==> config.mk <==
export PLATFORM = sky130hd
export DESIGN_NAME = lsu
export DESIGN_NICKNAME = d
export VERILOG_FILES = /design/src/hdl/lsu_pkg.sv /design/src/hdl/lsu_op_decode.sv /design/src/hdl/lsu_req_gen.sv /design/src/hdl/lsu_stage_m.sv /design/src/hdl/lsu_load_align.sv /design/src/hdl/lsu.sv
export VERILOG_INCLUDE_DIRS = /design/src /design/src/hdl
export SDC_FILE = /design/constraint.sdc
export NUM_CORES = 1
export LEC_CHECK = 0
export ABC_AREA = 1
export BUFFER_PORTS_ARGS = -buffer_cell sky130_fd_sc_hd__buf_2
export CAP_MARGIN = 20
export CORE_ASPECT_RATIO = 2
export CORE_MARGIN = 1
export CORE_UTILIZATION = 35
export CTS_CLUSTER_DIAMETER = 100
export DETAILED_ROUTE_END_ITERATION = 16
export GPL_TIMING_DRIVEN = 0
export HOLD_SLACK_MARGIN = 0.03
export PLACE_DENSITY = 0.68
export SLEW_MARGIN = 20
export SYNTH_ARGS = -nofsm -noshare
export SYNTH_HDL_FRONTEND = slang
export SYNTH_SLANG_ARGS = --single-unit
==> constraint.sdc <==
create_clock -name clk -period 1.6 [get_ports clk]
set_input_delay 0 -clock clk [delete_from_list [all_inputs] [get_ports clk]]
set_output_delay 0 -clock clk [all_outputs]
set_load 0.1 [all_outputs]
==> src/hdl/lsu_consts.svh <==
`ifndef LSU_CONSTS_SVH
`define LSU_CONSTS_SVH

// data and address width of the core
`define LSU_GRLEN 32

// width of the lsu_op code from the core
`define LSU_OP_BITS 4

// destination register index
`define LSU_RD_BITS 5

// one strobe per byte of a data word
`define LSU_WSTRB_BITS 4

`endif

==> src/hdl/lsu_pkg.sv <==
`include "lsu_consts.svh"

package lsu_pkg;

   // operation codes dispatched by the core at _e
   typedef enum logic [`LSU_OP_BITS-1:0] {
      LSU_NOP   = 4'd0,
      LSU_LD_B  = 4'd1,
      LSU_LD_BU = 4'd2,
      LSU_LD_H  = 4'd3,
      LSU_LD_HU = 4'd4,
      LSU_LD_W  = 4'd5,
      LSU_ST_B  = 4'd6,
      LSU_ST_H  = 4'd7,
      LSU_ST_W  = 4'd8,
      LSU_LL_W  = 4'd9,
      LSU_SC_W  = 4'd10,
      LSU_PRELD = 4'd11
   } lsu_op_e;

   // access size of a memory operation
   typedef enum logic [1:0] {
      SIZE_B = 2'd0,
      SIZE_H = 2'd1,
      SIZE_W = 2'd2
   } mem_size_e;

endpackage

==> src/hdl/lsu_op_decode.sv <==
`timescale 1ns/100ps

module lsu_op_decode (
   input  lsu_pkg::lsu_op_e   op,
   output lsu_pkg::mem_size_e size,
   output logic               unsigned_ld,
   output logic               is_load,
   output logic               is_store,
   output logic               is_ll,
   output logic               is_sc,
   output logic               is_prefetch
);
   import lsu_pkg::*;

   always_comb begin
      size        = SIZE_B;
      unsigned_ld = 1'b0;
      is_load     = 1'b0;
      is_store    = 1'b0;
      is_ll       = 1'b0;
      is_sc       = 1'b0;
      is_prefetch = 1'b0;
      case (op)
         LSU_LD_B: is_load = 1'b1;
         LSU_LD_BU: begin
            is_load     = 1'b1;
            unsigned_ld = 1'b1;
         end
         LSU_LD_H: begin
            size    = SIZE_H;
            is_load = 1'b1;
         end
         LSU_LD_HU: begin
            size        = SIZE_H;
            is_load     = 1'b1;
            unsigned_ld = 1'b1;
         end
         LSU_LD_W: begin
            size    = SIZE_W;
            is_load = 1'b1;
         end
         LSU_ST_B: is_store = 1'b1;
         LSU_ST_H: begin
            size     = SIZE_H;
            is_store = 1'b1;
         end
         LSU_ST_W: begin
            size     = SIZE_W;
            is_store = 1'b1;
         end
         // ll is a word load that also sets the link
         LSU_LL_W: begin
            size    = SIZE_W;
            is_load = 1'b1;
            is_ll   = 1'b1;
         end
         LSU_SC_W: begin
            size     = SIZE_W;
            is_store = 1'b1;
            is_sc    = 1'b1;
         end
         // prefetch goes out as a byte load hint
         LSU_PRELD: begin
            is_load     = 1'b1;
            is_prefetch = 1'b1;
         end
         default: ;
      endcase
   end

endmodule

==> src/hdl/lsu_req_gen.sv <==
`timescale 1ns/100ps

`include "lsu_consts.svh"

module lsu_req_gen (
   input  logic                       valid_e,
   input  logic [`LSU_GRLEN-1:0]      base,
   input  logic [`LSU_GRLEN-1:0]      offset,
   input  logic [`LSU_GRLEN-1:0]      wdata,
   input  lsu_pkg::mem_size_e         size,
   input  logic                       is_store,
   input  logic                       is_ll,
   input  logic                       is_sc,
   output logic                       data_req,
   output logic [`LSU_GRLEN-1:0]      data_addr,
   output logic                       data_wr,
   output logic [`LSU_WSTRB_BITS-1:0] data_wstrb,
   output logic [`LSU_GRLEN-1:0]      data_wdata,
   output logic                       ale
);
   import lsu_pkg::*;

   logic [`LSU_GRLEN-1:0] addr;
   logic                  half_mis;
   logic                  word_mis;

   assign addr = base + offset;

   // halfwords need an even address, words (ll/sc too) a multiple of four
   assign half_mis = (size == SIZE_H) && addr[0];
   assign word_mis = ((size == SIZE_W) || is_ll || is_sc) && (addr[1:0] != 2'b00);
   assign ale      = half_mis || word_mis;

   // no request leaves the LSU on an alignment exception
   assign data_req  = valid_e && !ale;
   assign data_addr = addr;
   assign data_wr   = is_store;

   always_comb begin
      case (size)
         SIZE_W: begin
            data_wstrb = 4'b1111;
            data_wdata = wdata;
         end
         SIZE_H: begin
            data_wstrb = 4'b0011 << addr[1:0];
            data_wdata = {2{wdata[15:0]}};
         end
         SIZE_B: begin
            data_wstrb = 4'b0001 << addr[1:0];
            data_wdata = {4{wdata[7:0]}};
         end
         default: begin
            data_wstrb = '0;
            data_wdata = wdata;
         end
      endcase
   end

endmodule

==> src/hdl/lsu_stage_m.sv <==
`timescale 1ns/100ps

`include "lsu_consts.svh"

module lsu_stage_m (
   input  logic                    clk,
   input  logic                    reset,
   input  logic                    valid_e,
   input  logic                    ale,
   input  lsu_pkg::mem_size_e      size,
   input  logic                    unsigned_ld,
   input  logic                    is_sc,
   input  logic [1:0]              addr_lo,
   input  logic [`LSU_RD_BITS-1:0] ecl_lsu_rd_e,
   input  logic                    ecl_lsu_wen_e,
   input  logic                    data_addr_ok,
   input  logic                    data_data_ok,
   output lsu_pkg::mem_size_e      size_m,
   output logic                    unsigned_m,
   output logic                    sc_m,
   output logic [1:0]              shift_m,
   output logic                    lsu_finish_m,
   output logic [`LSU_RD_BITS-1:0] lsu_ecl_rd_m,
   output logic                    lsu_ecl_wen_m,
   output logic                    data_recv
);

   logic valid_m;
   logic ale_m;

   always_ff @(posedge clk) begin
      if (reset) begin
         valid_m <= 1'b0;
         ale_m   <= 1'b0;
      end else begin
         valid_m <= valid_e;
         ale_m   <= ale;
      end
   end

   // decoded fields follow the operation into _m
   always_ff @(posedge clk) begin
      if (valid_e) begin
         size_m        <= size;
         unsigned_m    <= unsigned_ld;
         sc_m          <= is_sc;
         shift_m       <= addr_lo;
         lsu_ecl_rd_m  <= ecl_lsu_rd_e;
         lsu_ecl_wen_m <= ecl_lsu_wen_e;
      end
   end

   // outstanding request, from address accept until data return
   always_ff @(posedge clk) begin
      if (reset) begin
         data_recv <= 1'b0;
      end else begin
         data_recv <= (data_recv || data_addr_ok) && !data_data_ok;
      end
   end

   // a misaligned op finishes the cycle after it was dispatched
   assign lsu_finish_m = data_data_ok || (ale_m && valid_m);

   a_data_ok_outstanding: assert property (@(posedge clk) disable iff (reset)
      data_data_ok |-> data_recv)
      else $error("data_data_ok without an outstanding request");

endmodule

==> src/hdl/lsu_load_align.sv <==
`timescale 1ns/100ps

`include "lsu_consts.svh"

module lsu_load_align (
   input  logic [`LSU_GRLEN-1:0] data_rdata,
   input  logic                  data_scsucceed,
   input  lsu_pkg::mem_size_e    size_m,
   input  logic                  unsigned_m,
   input  logic                  sc_m,
   input  logic [1:0]            shift_m,
   output logic [`LSU_GRLEN-1:0] read_result_m
);
   import lsu_pkg::*;

   logic [7:0]  byte_sel;
   logic [15:0] half_sel;

   // pick the addressed lane out of the returned word
   always_comb begin
      case (shift_m)
         2'd0: byte_sel = data_rdata[7:0];
         2'd1: byte_sel = data_rdata[15:8];
         2'd2: byte_sel = data_rdata[23:16];
         default: byte_sel = data_rdata[31:24];
      endcase
   end

   assign half_sel = shift_m[1] ? data_rdata[31:16] : data_rdata[15:0];

   always_comb begin
      if (sc_m) begin
         // sc writes back only the success flag
         read_result_m = {{(`LSU_GRLEN-1){1'b0}}, data_scsucceed};
      end else begin
         case (size_m)
            SIZE_B: read_result_m = {{24{!unsigned_m && byte_sel[7]}}, byte_sel};
            SIZE_H: read_result_m = {{16{!unsigned_m && half_sel[15]}}, half_sel};
            default: read_result_m = data_rdata;
         endcase
      end
   end

endmodule

==> src/hdl/lsu.sv <==
`timescale 1ns/100ps

`include "lsu_consts.svh"

module lsu (
   input  logic                       clk,
   input  logic                       reset,

   // core side, _e stage
   input  logic                       valid_e,
   input  lsu_pkg::lsu_op_e           lsu_op,
   input  logic [`LSU_GRLEN-1:0]      base,
   input  logic [`LSU_GRLEN-1:0]      offset,
   input  logic [`LSU_GRLEN-1:0]      wdata,
   input  logic [`LSU_RD_BITS-1:0]    ecl_lsu_rd_e,
   input  logic                       ecl_lsu_wen_e,
   output logic                       lsu_addr_finish,
   output logic                       lsu_ecl_ale_e,

   // core side, _m stage
   output logic [`LSU_GRLEN-1:0]      read_result_m,
   output logic                       lsu_finish_m,
   output logic [`LSU_RD_BITS-1:0]    lsu_ecl_rd_m,
   output logic                       lsu_ecl_wen_m,

   // memory side
   output logic                       data_req,
   output logic [`LSU_GRLEN-1:0]      data_addr,
   output logic                       data_wr,
   output logic [`LSU_WSTRB_BITS-1:0] data_wstrb,
   output logic [`LSU_GRLEN-1:0]      data_wdata,
   output logic                       data_prefetch,
   output logic                       data_ll,
   output logic                       data_sc,
   output logic                       data_recv,
   input  logic                       data_addr_ok,
   input  logic                       data_data_ok,
   input  logic [`LSU_GRLEN-1:0]      data_rdata,
   input  logic                       data_scsucceed
);
   import lsu_pkg::*;

   mem_size_e  size;
   mem_size_e  size_m;
   logic       unsigned_ld;
   logic       unsigned_m;
   logic       is_load;
   logic       is_store;
   logic       is_ll;
   logic       is_sc;
   logic       is_prefetch;
   logic       sc_m;
   logic [1:0] shift_m;
   logic       ale;

   lsu_op_decode u_decode (
      .op          (lsu_op),
      .size        (size),
      .unsigned_ld (unsigned_ld),
      .is_load     (is_load),
      .is_store    (is_store),
      .is_ll       (is_ll),
      .is_sc       (is_sc),
      .is_prefetch (is_prefetch)
   );

   lsu_req_gen u_req (
      .valid_e    (valid_e),
      .base       (base),
      .offset     (offset),
      .wdata      (wdata),
      .size       (size),
      .is_store   (is_store),
      .is_ll      (is_ll),
      .is_sc      (is_sc),
      .data_req   (data_req),
      .data_addr  (data_addr),
      .data_wr    (data_wr),
      .data_wstrb (data_wstrb),
      .data_wdata (data_wdata),
      .ale        (ale)
   );

   lsu_stage_m u_stage (
      .clk           (clk),
      .reset         (reset),
      .valid_e       (valid_e),
      .ale           (ale),
      .size          (size),
      .unsigned_ld   (unsigned_ld),
      .is_sc         (is_sc),
      .addr_lo       (data_addr[1:0]),
      .ecl_lsu_rd_e  (ecl_lsu_rd_e),
      .ecl_lsu_wen_e (ecl_lsu_wen_e),
      .data_addr_ok  (data_addr_ok),
      .data_data_ok  (data_data_ok),
      .size_m        (size_m),
      .unsigned_m    (unsigned_m),
      .sc_m          (sc_m),
      .shift_m       (shift_m),
      .lsu_finish_m  (lsu_finish_m),
      .lsu_ecl_rd_m  (lsu_ecl_rd_m),
      .lsu_ecl_wen_m (lsu_ecl_wen_m),
      .data_recv     (data_recv)
   );

   lsu_load_align u_align (
      .data_rdata     (data_rdata),
      .data_scsucceed (data_scsucceed),
      .size_m         (size_m),
      .unsigned_m     (unsigned_m),
      .sc_m           (sc_m),
      .shift_m        (shift_m),
      .read_result_m  (read_result_m)
   );

   assign data_prefetch = is_prefetch;
   assign data_ll       = is_ll;
   assign data_sc       = is_sc;

   // exception is only meaningful alongside a dispatch
   assign lsu_ecl_ale_e   = ale && valid_e;
   assign lsu_addr_finish = valid_e && (ale || data_addr_ok);

   // the core only dispatches real memory operations
   a_valid_op: assert property (@(posedge clk) disable iff (reset)
      valid_e |-> (is_load || is_store))
      else $error("valid_e with an opcode that is neither load nor store");

endmodule

Word level (Yosys, flattened, before mapping)
Cells that the tools add are included.
Word-level totals
  flip-flop bits (word level): 15
  bits of input ports: 144
Operators by class
  add/sub/neg operators: 1
  equality and inequality tests: 15
  shifts and indexed selects: 2
  muxes and demuxes: 12
  reduce and logical (&&, ||, !) cells: 26
Operators with widths (count)
  one-hot mux 32 bit (2 select lines): 2
  adder 32 bit: 1
  two-way mux 32 bit: 1
  one-hot mux 8 bit (3 select lines): 1
  equality test 4 x 3 -> 1 bit, second input constant: 4
  equality test 4 bit, second input constant: 4
  two-way mux 16 bit: 1
  one-hot mux 4 bit (3 select lines): 1
  logical AND 1 bit: 9
  equality test 4 x 2 -> 1 bit, second input constant: 2
  OR reduction 4 bit: 2
  equality test 2 x 1 -> 1 bit, second input constant: 3
  zero test 2 bit: 3
  logical OR 1 bit: 6
  two-way mux 1 bit: 5
  equality test 2 bit, second input constant: 2
  one-hot mux 2 bit (2 select lines): 1
  << shifter 1 x 2 -> 4 bit, first input constant: 1
  << shifter 2 x 2 -> 4 bit, first input constant: 1
  zero test 1 bit: 3
  OR reduction 3 bit: 1
  nonzero test 2 bit: 1
  OR reduction 2 bit: 1

Depth between registers and ports, before layout
Gate-level depths: netlist of run 1.
  depth after elaboration: 10
  gate-level depth with buffers: 11

By module
A second synthesis of run 1 with hierarchy kept.
Unflattened totals
  cells, all modules: 849
  area total of the unflattened synthesis: 4326.6 sq um
By module, submodules not included
  lsu_req_gen: instances 1, cells an instance 605, area each 2905.3 sq um, seq. area each 0.0 sq um
  lsu_load_align: instances 1, cells an instance 181, area each 802.0 sq um, seq. area each 0.0 sq um
  lsu_stage_m: instances 1, cells an instance 26, area each 465.4 sq um, seq. area each 420.4 sq um
  lsu_op_decode: instances 1, cells an instance 33, area each 138.9 sq um, seq. area each 0.0 sq um
  lsu: instances 1, cells an instance 4, area each 15.0 sq um, seq. area each 0.0 sq um

Least setup slack after synthesis of run 1
Ideal clock, no wire load.
  path type: input-to-output
  start point: input port offset[0]
  end point: output port data_wstrb[0]
  arrival: 3.420 ns
  data required time: 1.600 ns
  path slack: -1.820 ns
  cell stages on the path: 3
  buffers on the path: 0
  cells stage by stage: ha_1 > fa_1 > o21ai_0
On the way
  cells in the longest elaborated chain, start to end: 3
Ends and longest elaborated chain
  from (decl): RTL line lsu.sv:13  | input logic [`LSU_GRLEN-1:0] offset,
  adder 32 bit (*): RTL line lsu_req_gen.sv:27  | assign addr = base + offset;
  via data_addr[1]: RTL line lsu.sv:28  | output logic [`LSU_GRLEN-1:0] data_addr,
  << shifter 2 x 2 -> 4 bit / << shifter 1 x 2 -> 4 bit (equally long branches): RTL line lsu_req_gen.sv:46, lsu_req_gen.sv:50
  one-hot mux 4 bit (3 select lines) (*): RTL line lsu_req_gen.sv:40  | case (size)
  to (decl): RTL line lsu.sv:30  | output logic [`LSU_WSTRB_BITS-1:0] data_wstrb,
Mark *: on every way through the listed nets, which the timed path passes. The rest lies on a longest branch.

Final worst setup path of run 1
  start point: register u_stage.shift_m[1]
  end point: output port read_result_m[23]
On the way
  cells in the longest elaborated chain, start to end: 5
Ends and longest elaborated chain
  from (decl): RTL line lsu_stage_m.sv:21  | output logic [1:0] shift_m,
  from (signal assigned): RTL line lsu_stage_m.sv:47  | shift_m <= addr_lo;
  equality test 2 bit (tied with other cells): RTL line lsu_load_align.sv:21  | case (shift_m)
  one-hot mux 8 bit (3 select lines): RTL line lsu_load_align.sv:21
  logical AND 1 bit: RTL line lsu_load_align.sv:37  | SIZE_B: read_result_m = {{24{!unsigned_m && byte_sel[7]}}, byte_sel};
  one-hot mux 32 bit (2 select lines) (*): RTL line lsu_load_align.sv:36  | case (size_m)
  two-way mux 32 bit (*): RTL line lsu_load_align.sv:32  | if (sc_m) begin
  to (decl): RTL line lsu.sv:21  | output logic [`LSU_GRLEN-1:0] read_result_m,
Mark *: on every way between the ends. The rest lies on a longest branch, timed or not.

==> results of run 1 <==
==> kinds of logic after synthesis <==
logic type / after synthesis
AO/OA/AOI/OAI: 65
XOR/XNOR: 16
adder cells (fa/ha/maj): 32
buffers and inverters: 170
flip-flops: 15
multiplexers: 1
AND/OR/NAND/NOR: 499
==> cell type report <==
class | instances | area (µm²)
plain buffers | 19 | 156.4
clock buffers | 4 | 78.83
repair buffers | 299 | 2502
fillers | 912 | 3022
diodes | 1 | 2.502
flip-flops and latches | 15 | 420.4
multi-input cells | 614 | 4387
inverters | 151 | 608.1
well taps | 142 | 177.7
==> power by group through the flow <==
| stage | clock network [W] | logic (W) | registers, W |
|---|---|---|---|
| floorplan | 0 | 0.00408 | 0.000578 |
| CTS | 0.000474 | 0.00589 | 0.000476 |
| global placement | 0 | 0.00502 | 0.000481 |
| global route | 0.000493 | 0.00658 | 0.000476 |
| finish | 0.000465 | 0.00633 | 0.000474 |
| detailed placement | 0 | 0.00503 | 0.000482 |
==> critical path: cells and delay by family (launching register included) <==
| family | cells | cell delay, ns |
|---|---|---|
| DFF | 1 | 0.37 |
| and+or+nand+nor | 6 | 0.68 |
| buffers and inverters | 4 | 0.60 |
==> through the flow <==
step | hold WS (ns) | instance area, µm² | util, % | std cells | setup TNS [ns]
6_report | 0.1243 | 8333 | 73.39 | 1245 | -7.567
5_1_grt | 0.1221 | 8333 | 73.39 | 1245 | -10.10
4_1_cts | 0.1250 | 7637 | 67.26 | 1232 | -6.679
3_5_place_dp | 0.1786 | 6188 | 54.50 | 1198 | -18.92
3_3_place_gp | 0.1768 | 6188 | 54.50 | 1198 | -18.63
2_1_floorplan | 0.07238 | 4720 | - | 798 | -6.689
==> cells in the final DEF (no fill, tap or decap), drive strengths merged, types with 2 or more instances in the layout <==
cell           n
clkinvlp       8
o21bai         2
clkbuf        20
o21ai         13
dfxtp          3
ha            31
xor2          15
a31oi          4
nand4          3
a221oi         4
a21oi         25
nand3         35
nand2        359
inv          142
o31ai          2
a21o           3
o211ai         7
nor2          93
edfxtp        12
dlygate4sd3    9
a22o           2
buf          293
nor3           8
==> routing by layer <==
layer	vias to the layer above	wire length, µm
met5	-	0
met4	0	764
met3	55	1180
met2	298	10530
met1	2801	6019
li1	3039	-
==> path summary, 6_finish.rpt <==
| check | startpoint | slack [ns] | to |
|---|---|---|---|
| worst max-delay path | u_stage.shift_m[1] | -0.31 | read_result_m[23] |
| worst min-delay path | lsu_op[2] | 0.12 | u_stage.unsigned_m |
| worst max register to register | u_stage.data_recv | 0.50 | u_stage.data_recv |
| worst min register to register | u_stage.data_recv | 1.03 | u_stage.data_recv |
==> Yosys cell counts <==
cell and instances:
o22ai_1 1, clkbuf_1 3, a21oi_1 25, fa_1 1
inv_6 1, inv_2 4, nand4_4 1, buf_4 9
inv_1 145, xnor2_1 1, nand2_1 357, nor3_1 7
a31oi_1 4, o21ai_2 1, nor3_2 1, nand2_4 1
o21bai_1 2, buf_2 3, o21ai_0 9, xor2_1 15
and3_1 1, o21ai_1 3, mux2i_1 1, nand3_2 2
dfxtp_1 3, buf_1 1, nand3b_1 1, nor2_2 10
a22oi_1 1, o31ai_1 2, nor2_1 80, buf_6 3
a21boi_4 1, nand3_1 33, nand2_2 1, a21o_1 3
nand4_1 2, o211ai_1 7, nor2_4 2, a22o_1 2
ha_1 31, a221oi_1 4, clkinv_1 1, edfxtp_1 12
==> what timing repair did <==
item	CTS	global route
gates resized for setup	293	158
pin swaps	17	26
hold buffers	9	0
setup buffers	21	10
setup endpoints to repair	84	84
gates cloned	0	2
hold endpoints to repair	9	0
==> run_summary.xml, run 1 <==
<?xml version="1.0" encoding="UTF-8"?>
<metrics>
  <group name="worst_setup_path">
    <metric name="critPathMaxStageDelay" unit="ns">0.37</metric>
    <metric name="worstSetupPathType" unit="">reg -&gt; out</metric>
    <metric name="timing.critical_path.slowest_stage_cell" unit="">edfxtp_1</metric>
    <metric name="worst-path-max-fanout" unit="">7</metric>
    <metric name="crit_path_start_kind" unit="">flop</metric>
    <metric name="critical_path_arrival" unit="ns">1.91</metric>
    <metric name="critical_path.endpoint_type" unit="">output port</metric>
    <metric name="cp_data_required_time" unit="ns">1.60</metric>
    <metric name="r2r_cells" unit="">3</metric>
    <metric name="timing.critical_path.mode_cell" unit="">nand3_4</metric>
    <metric name="path_cells" unit="">buf_6 &gt; inv_8 &gt; nand2_4 &gt; nand3_4 &gt; nand4_4 &gt; nand3_4 &gt; nand2_8 &gt; clkbuf_16 &gt; nor2_2 &gt; buf_12</metric>
  </group>
  <group name="pwr">
    <metric name="power.sequential.fraction" unit="%">6.5</metric>
    <metric name="combinationalPowerShare" unit="%">87.1</metric>
    <metric name="report.power.total" unit="W">0.007271</metric>
    <metric name="p_clk_share" unit="%">6.4</metric>
    <metric name="intPower" unit="W">0.002666</metric>
    <metric name="power.static_leakage" unit="nW">4.486</metric>
    <metric name="worst_ir_drop_vdd" unit="V">0.0007595</metric>
    <metric name="pd_cells" unit="nW/µm²">872.6</metric>
    <metric name="total_switching_power" unit="W">0.004605</metric>
    <metric name="swShare" unit="%">63.34</metric>
  </group>
  <group name="grt">
    <metric name="gr-usage-met3" unit="%">4.164</metric>
    <metric name="grt_pass1_wl" unit="µm">26260</metric>
    <metric name="grt_max_degree" unit="">14</metric>
    <metric name="antenna_found_initial" unit="">1</metric>
    <metric name="via_count_of_the_first_global_routing_pass" unit="">5907</metric>
    <metric name="grt_remaining_overflow" unit="">0</metric>
    <metric name="grt.met1_usage" unit="%">25.07</metric>
    <metric name="grt.busiest_layer" unit="">met2</metric>
    <metric name="grt_usage" unit="%">26.89</metric>
    <metric name="grtUsageMet2" unit="%">54.16</metric>
  </group>
  <group name="placement">
    <metric name="place_ws" unit="ns">-0.5436</metric>
    <metric name="hpwlAfterDp" unit="µm">13010</metric>
    <metric name="io_buffer_count" unit="">258</metric>
    <metric name="place.gp.congestion" unit="">0.8789</metric>
  </group>
  <group name="timing">
    <metric name="timing.clock.skew" unit="ns">0</metric>
    <metric name="rsz0062_at_grt" unit="">yes</metric>
    <metric name="max_slew_margin" unit="%">65.93</metric>
    <metric name="finalCriticalPeriod" unit="ns">1.907</metric>
    <metric name="layout_worst_path_cycle_share" unit="%">119.2</metric>
    <metric name="fmax" unit="MHz">524.3</metric>
    <metric name="final-max-slew-violation-count" unit="">0</metric>
    <metric name="max_slew.worst_pin.slew" unit="ns">0.5146</metric>
    <metric name="finalHoldViolCount" unit="">0</metric>
    <metric name="setup_viol_count_final" unit="">33</metric>
    <metric name="setup_ws" unit="ns">-0.3072</metric>
  </group>
  <group name="route">
    <metric name="ant_nets" unit="">0</metric>
    <metric name="post_drt_via_cell_ratio" unit="">4.974</metric>
    <metric name="number_of_drc_violations_after_detailed_routing" unit="">0</metric>
    <metric name="initialDrtViolationCount" unit="">245</metric>
    <metric name="routed-via-count" unit="">6193</metric>
    <metric name="detail_route.first_pass.iterations" unit="">5</metric>
    <metric name="routed_wirelength" unit="µm">18490</metric>
    <metric name="wl_per_cell" unit="µm">14.85</metric>
  </group>
  <group name="synthesis">
    <metric name="dominant_combinational_cell_family_by_area_after_synthesis" unit="">simple AND/OR/NAND/NOR gates</metric>
    <metric name="yosys.area_share.xor_xnor" unit="%">3.408</metric>
    <metric name="synth_largest_area_cell" unit="">nand2_1</metric>
    <metric name="synth.cell_area" unit="µm²">4111</metric>
    <metric name="simple_gate_share_of_the_synthesized_area" unit="%">49.15</metric>
    <metric name="yosys_register_bits" unit="">15</metric>
    <metric name="netlist_top_cells_area" unit="">nand2_1, inv_1, ha_1</metric>
    <metric name="synth-warning-count" unit="">0</metric>
    <metric name="synth_mux_area_share" unit="%">0.2435</metric>
    <metric name="cell_count_after_synthesis" unit="">798</metric>
    <metric name="syn_nets" unit="">974</metric>
    <metric name="area_fraction_in_compound_gates_after_synthesis" unit="%">9.951</metric>
    <metric name="synth.top_cell.area_share" unit="%">32.59</metric>
    <metric name="area_share_of_fa_ha_maj_cells_after_synthesis" unit="%">9.921</metric>
    <metric name="synth_sequential_area_ratio" unit="%">10.23</metric>
    <metric name="synth_cell_type_count" unit="">44</metric>
    <metric name="synth.avg_cell_area" unit="µm²">5.152</metric>
  </group>
  <group name="finish">
    <metric name="nets" unit="">1279</metric>
    <metric name="flip_flop_count_of_the_largest_register_all_copies_and_words_added" unit="">5</metric>
    <metric name="drive_above_1_share" unit="%">49.27</metric>
    <metric name="area_growth_syn_to_layout" unit="%">102.7</metric>
    <metric name="reg.largest.list" unit="">u_stage.lsu_ecl_rd_m (5), u_stage.shift_m (2), u_stage.size_m (2)</metric>
    <metric name="largest_register" unit="">u_stage.lsu_ecl_rd_m</metric>
  </group>
  <group name="clocking">
    <metric name="htree_num_levels" unit="">1</metric>
    <metric name="cts_tree" unit="">yes</metric>
    <metric name="cts-buffers-inserted" unit="">3</metric>
    <metric name="cts-root-to-sink-buffers" unit="">2</metric>
    <metric name="cts.clk_slew.worst_paths" unit="ns">0.04</metric>
    <metric name="cts-root-buf" unit="">clkbuf_16</metric>
    <metric name="clock_insertion_delay_worst_skew" unit="ns">0.24</metric>
    <metric name="numClockSinks" unit="">15</metric>
  </group>
  <group name="floorplanning">
    <metric name="initial_utilization" unit="%">36.21</metric>
    <metric name="fp.dieH" unit="µm">155.3</metric>
    <metric name="die_width" unit="µm">78.64</metric>
    <metric name="die_outline_area" unit="µm²">12210</metric>
    <metric name="design.portCount" unit="">259</metric>
    <metric name="floorplan.core_area" unit="µm²">11350</metric>
    <metric name="row_count" unit="">55</metric>
  </group>
  <group name="run">
    <metric name="cap_violations" unit="">0</metric>
  </group>
  <group name="status">
    <metric name="status" unit="">finished, violations left</metric>
    <metric name="violations_in_the_final_reports" unit="">negative setup slack</metric>
  </group>
  <group name="hold_path">
    <metric name="hold_path_depth" unit="">2</metric>
    <metric name="min-delay-path-class" unit="">in -&gt; reg</metric>
  </group>
</metrics>
(Power assumes the default switching activity.)
==> run 2, diff against run 1 <==
- CELL_PAD_IN_SITES_DETAIL_PLACEMENT: unset -> 1
- CELL_PAD_IN_SITES_GLOBAL_PLACEMENT: unset -> 1
- CORE_UTILIZATION: 35 -> 27
- CTS_BUF_LIST: unset -> sky130_fd_sc_hd__clkbuf_4 sky130_fd_sc_hd__clkbuf_8
- PLACE_DENSITY: 0.68 -> unset
- PLACE_DENSITY_LB_ADDON: unset -> 0.1
==> run 2 against run 1 <==
  * The flow still finishes with violations (negative setup slack)
  * Register-to-register slack better by 0.44 ns
  * Clock skew stayed put
  * Combinational power is 5.1% higher
  * Flip-flop and latch count stayed put
  * Sequential share of layout area is 0.24 points lower
  * Power is 2.3% higher
  * Largest cell class unchanged
  * Highest routed layer unchanged
==> run_summary.xml, run 2 (synthesis results as in run 1) <==
<?xml version="1.0" encoding="UTF-8"?>
<metrics>
  <group name="status">
    <metric name="status" unit="">finished, violations left</metric>
    <metric name="violations_in_the_final_reports" unit="">negative setup slack</metric>
  </group>
  <group name="route">
    <metric name="routed_wirelength" unit="µm">23550</metric>
    <metric name="ant_nets" unit="">0</metric>
    <metric name="post_drt_via_cell_ratio" unit="">4.906</metric>
    <metric name="initialDrtViolationCount" unit="">182</metric>
    <metric name="detail_route.first_pass.iterations" unit="">4</metric>
    <metric name="number_of_drc_violations_after_detailed_routing" unit="">0</metric>
    <metric name="routed-via-count" unit="">6412</metric>
    <metric name="wl_per_cell" unit="µm">18.02</metric>
  </group>
  <group name="worst_setup_path">
    <metric name="critical_path_arrival" unit="ns">1.99</metric>
    <metric name="timing.critical_path.slowest_stage_cell" unit="">edfxtp_1</metric>
    <metric name="reg_to_reg_critical_path_endpoint" unit="">u_stage.data_recv</metric>
    <metric name="worstSetupEndpoint" unit="">read_result_m[11]</metric>
    <metric name="cp.depth" unit="">11</metric>
    <metric name="regToRegSetupSlack" unit="ns">0.94</metric>
    <metric name="cp_data_required_time" unit="ns">1.60</metric>
    <metric name="r2r_cells" unit="">2</metric>
    <metric name="critical_path.endpoint_type" unit="">output port</metric>
    <metric name="path_cells" unit="">buf_6 &gt; nand2_2 &gt; a21boi_4 &gt; nand2_2 &gt; nand4_4 &gt; buf_12 &gt; buf_6 &gt; o211ai_1 &gt; nand2_1 &gt; clkinvlp_4 &gt; buf_12</metric>
    <metric name="worstSetupPathType" unit="">reg -&gt; out</metric>
    <metric name="reg2reg_from" unit="">u_stage.data_recv</metric>
    <metric name="critical_path_start" unit="">u_stage.shift_m[1]</metric>
    <metric name="critPathMaxStageDelay" unit="ns">0.37</metric>
    <metric name="worst-path-max-fanout" unit="">5</metric>
    <metric name="crit_path_start_kind" unit="">flop</metric>
    <metric name="cpLargestDelayFamily" unit="">buffers and inverters</metric>
    <metric name="critPathBufInv" unit="">5</metric>
  </group>
  <group name="finish">
    <metric name="drive_above_1_share" unit="%">52.30</metric>
    <metric name="reg.largest.list" unit="">u_stage.lsu_ecl_rd_m (5), u_stage.shift_m (2), u_stage.size_m (2)</metric>
    <metric name="flip_flop_count_of_the_largest_register_all_copies_and_words_added" unit="">5</metric>
    <metric name="most_common_cell_after_layout_fill_and_taps_aside" unit="">nand2_1</metric>
    <metric name="multiInputGateArea" unit="µm²">4592</metric>
    <metric name="mostFrequentLayoutCells" unit="">nand2_1, buf_2, inv_1, buf_12, nand2_2</metric>
    <metric name="nets" unit="">1288</metric>
    <metric name="seqCellArea" unit="µm²">420.4</metric>
    <metric name="area_growth_syn_to_layout" unit="%">112.8</metric>
    <metric name="num-fill-cells" unit="">1900</metric>
    <metric name="largest_register" unit="">u_stage.lsu_ecl_rd_m</metric>
  </group>
  <group name="clocking">
    <metric name="clock_insertion_delay_worst_skew" unit="ns">0.24</metric>
    <metric name="cts-root-to-sink-buffers" unit="">2</metric>
    <metric name="cts-root-buf" unit="">clkbuf_8</metric>
    <metric name="numClockSinks" unit="">15</metric>
    <metric name="htree_num_levels" unit="">1</metric>
    <metric name="cts-buffers-inserted" unit="">3</metric>
    <metric name="cts.clk_slew.worst_paths" unit="ns">0.06</metric>
    <metric name="cts_tree" unit="">yes</metric>
  </group>
  <group name="placement">
    <metric name="place_ws" unit="ns">-0.6508</metric>
    <metric name="place.gp.congestion" unit="">0.8235</metric>
    <metric name="io_buffer_count" unit="">258</metric>
    <metric name="hpwlAfterDp" unit="µm">15200</metric>
  </group>
  <group name="timing">
    <metric name="finalCriticalPeriod" unit="ns">1.993</metric>
    <metric name="setup_viol_count_final" unit="">38</metric>
    <metric name="max_slew_margin" unit="%">65.86</metric>
    <metric name="layout_worst_path_cycle_share" unit="%">124.6</metric>
    <metric name="max_slew.worst_pin.slew" unit="ns">0.5068</metric>
    <metric name="setup_ws" unit="ns">-0.3932</metric>
    <metric name="timing.clock.skew" unit="ns">0</metric>
    <metric name="final-max-slew-violation-count" unit="">0</metric>
    <metric name="finalHoldViolCount" unit="">0</metric>
    <metric name="fmax" unit="MHz">501.7</metric>
    <metric name="rsz0062_at_grt" unit="">yes</metric>
  </group>
  <group name="floorplanning">
    <metric name="initial_utilization" unit="%">27.74</metric>
    <metric name="row_count" unit="">63</metric>
    <metric name="die_outline_area" unit="µm²">15750</metric>
    <metric name="design.portCount" unit="">259</metric>
    <metric name="floorplan.core_area" unit="µm²">14820</metric>
    <metric name="fp.dieH" unit="µm">176.5</metric>
    <metric name="die_width" unit="µm">89.26</metric>
  </group>
  <group name="pwr">
    <metric name="pd_cells" unit="nW/µm²">849.7</metric>
    <metric name="report.power.total" unit="W">0.007436</metric>
    <metric name="worst_ir_drop_vdd" unit="V">0.0005572</metric>
    <metric name="power.static_leakage" unit="nW">4.578</metric>
  </group>
  <group name="grt">
    <metric name="grt_pass1_wl" unit="µm">31820</metric>
    <metric name="via_count_of_the_first_global_routing_pass" unit="">6560</metric>
    <metric name="grt_usage" unit="%">26.08</metric>
    <metric name="grt_max_degree" unit="">14</metric>
    <metric name="antenna_found_initial" unit="">1</metric>
    <metric name="grt_remaining_overflow" unit="">0</metric>
  </group>
  <group name="hold_path">
    <metric name="min-delay-path-class" unit="">in -&gt; reg</metric>
  </group>
  <group name="run">
    <metric name="cap_violations" unit="">0</metric>
  </group>
</metrics>
==> run 2: changes by cell type in the layout (fill, tap and decap cells not counted), sizes merged <==
cell         previous run  this run
buf                   293       306
dlygate4sd3             9         8
clkbuf                 20        17
==> run 2: layer usage <==
| metal | global-route usage, % | share of wire (%) |
|---|---|---|
| met5 | 0 | 0 |
| met4 | 9.524 | 5.1 |
| met3 | 4.395 | 5.5 |
| met2 | 52.80 | 58 |
| met1 | 24.60 | 32 |
==> run 2: metrics by stage <==
stage / TNS, ns / utilization (%) / hold WS [ns] / cell area (µm²) / cells
after detailed placement: -23.78 / 42.21 / 0.1786 / 6255 / 1251
after global routing: -13.26 / 59.05 / 0.1499 / 8751 / 1307
after global placement: -22.23 / 42.21 / 0.1767 / 6255 / 1251
after CTS: -6.836 / 52.63 / 0.1046 / 7800 / 1283
after floorplan: -6.689 / - / 0.07238 / 4720 / 798
final: -9.878 / 59.05 / 0.1304 / 8751 / 1307
==> run 2: layout make-up <==
cell class                      instances  share of cell area (%)
Multi-Input combinational cell        614                   52.47
Timing Repair Buffer                  309                   30.64
Inverter                              151                   6.920
Sequential cell                        15                   4.804
Tap cell                              195                   2.788
Buffer                                 18                   1.787
Clock buffer                            4                  0.5576
Antenna cell                            1                 0.02860
==> run 2: what timing repair did <==
item | CTS | global route
resized for setup | 331 | 181
setup buffers | 19 | 23
setup endpoints to repair | 89 | 85
cloned | 1 | 1
hold buffers | 8 | 0
endpoints found under the hold margin | 9 | 0
pin swaps | 20 | 47
==> run 2: worst register-to-register path, delay by kind of cell (launching register included) <==
family / cells / cell delay (ns)
and+or+nand+nor: 2 / 0.23
DFF: 1 / 0.31
==> run 2: worst min-delay path by stage <==
stage / slack, ns / cells after the start / endpoint / startpoint
after detailed placement: 0.18 / 1 / u_stage.lsu_ecl_wen_m / ecl_lsu_wen_e
final: 0.13 / 3 / u_stage.data_recv / data_addr_ok
after global routing: 0.15 / 1 / u_stage.lsu_ecl_rd_m[3] / valid_e
after global placement: 0.18 / 1 / u_stage.lsu_ecl_rd_m[2] / ecl_lsu_rd_e[2]
after CTS: 0.10 / 3 / u_stage.data_recv / data_addr_ok
after floorplan: 0.07 / 1 / u_stage.ale_m / reset
==> run 2: power by group <==
part           switching, W  internal [W]  leakage, nW
combinational       0.00465       0.00201         4.41
clock              0.000115      0.000192       0.0262
sequential        0.0000168      0.000457        0.141
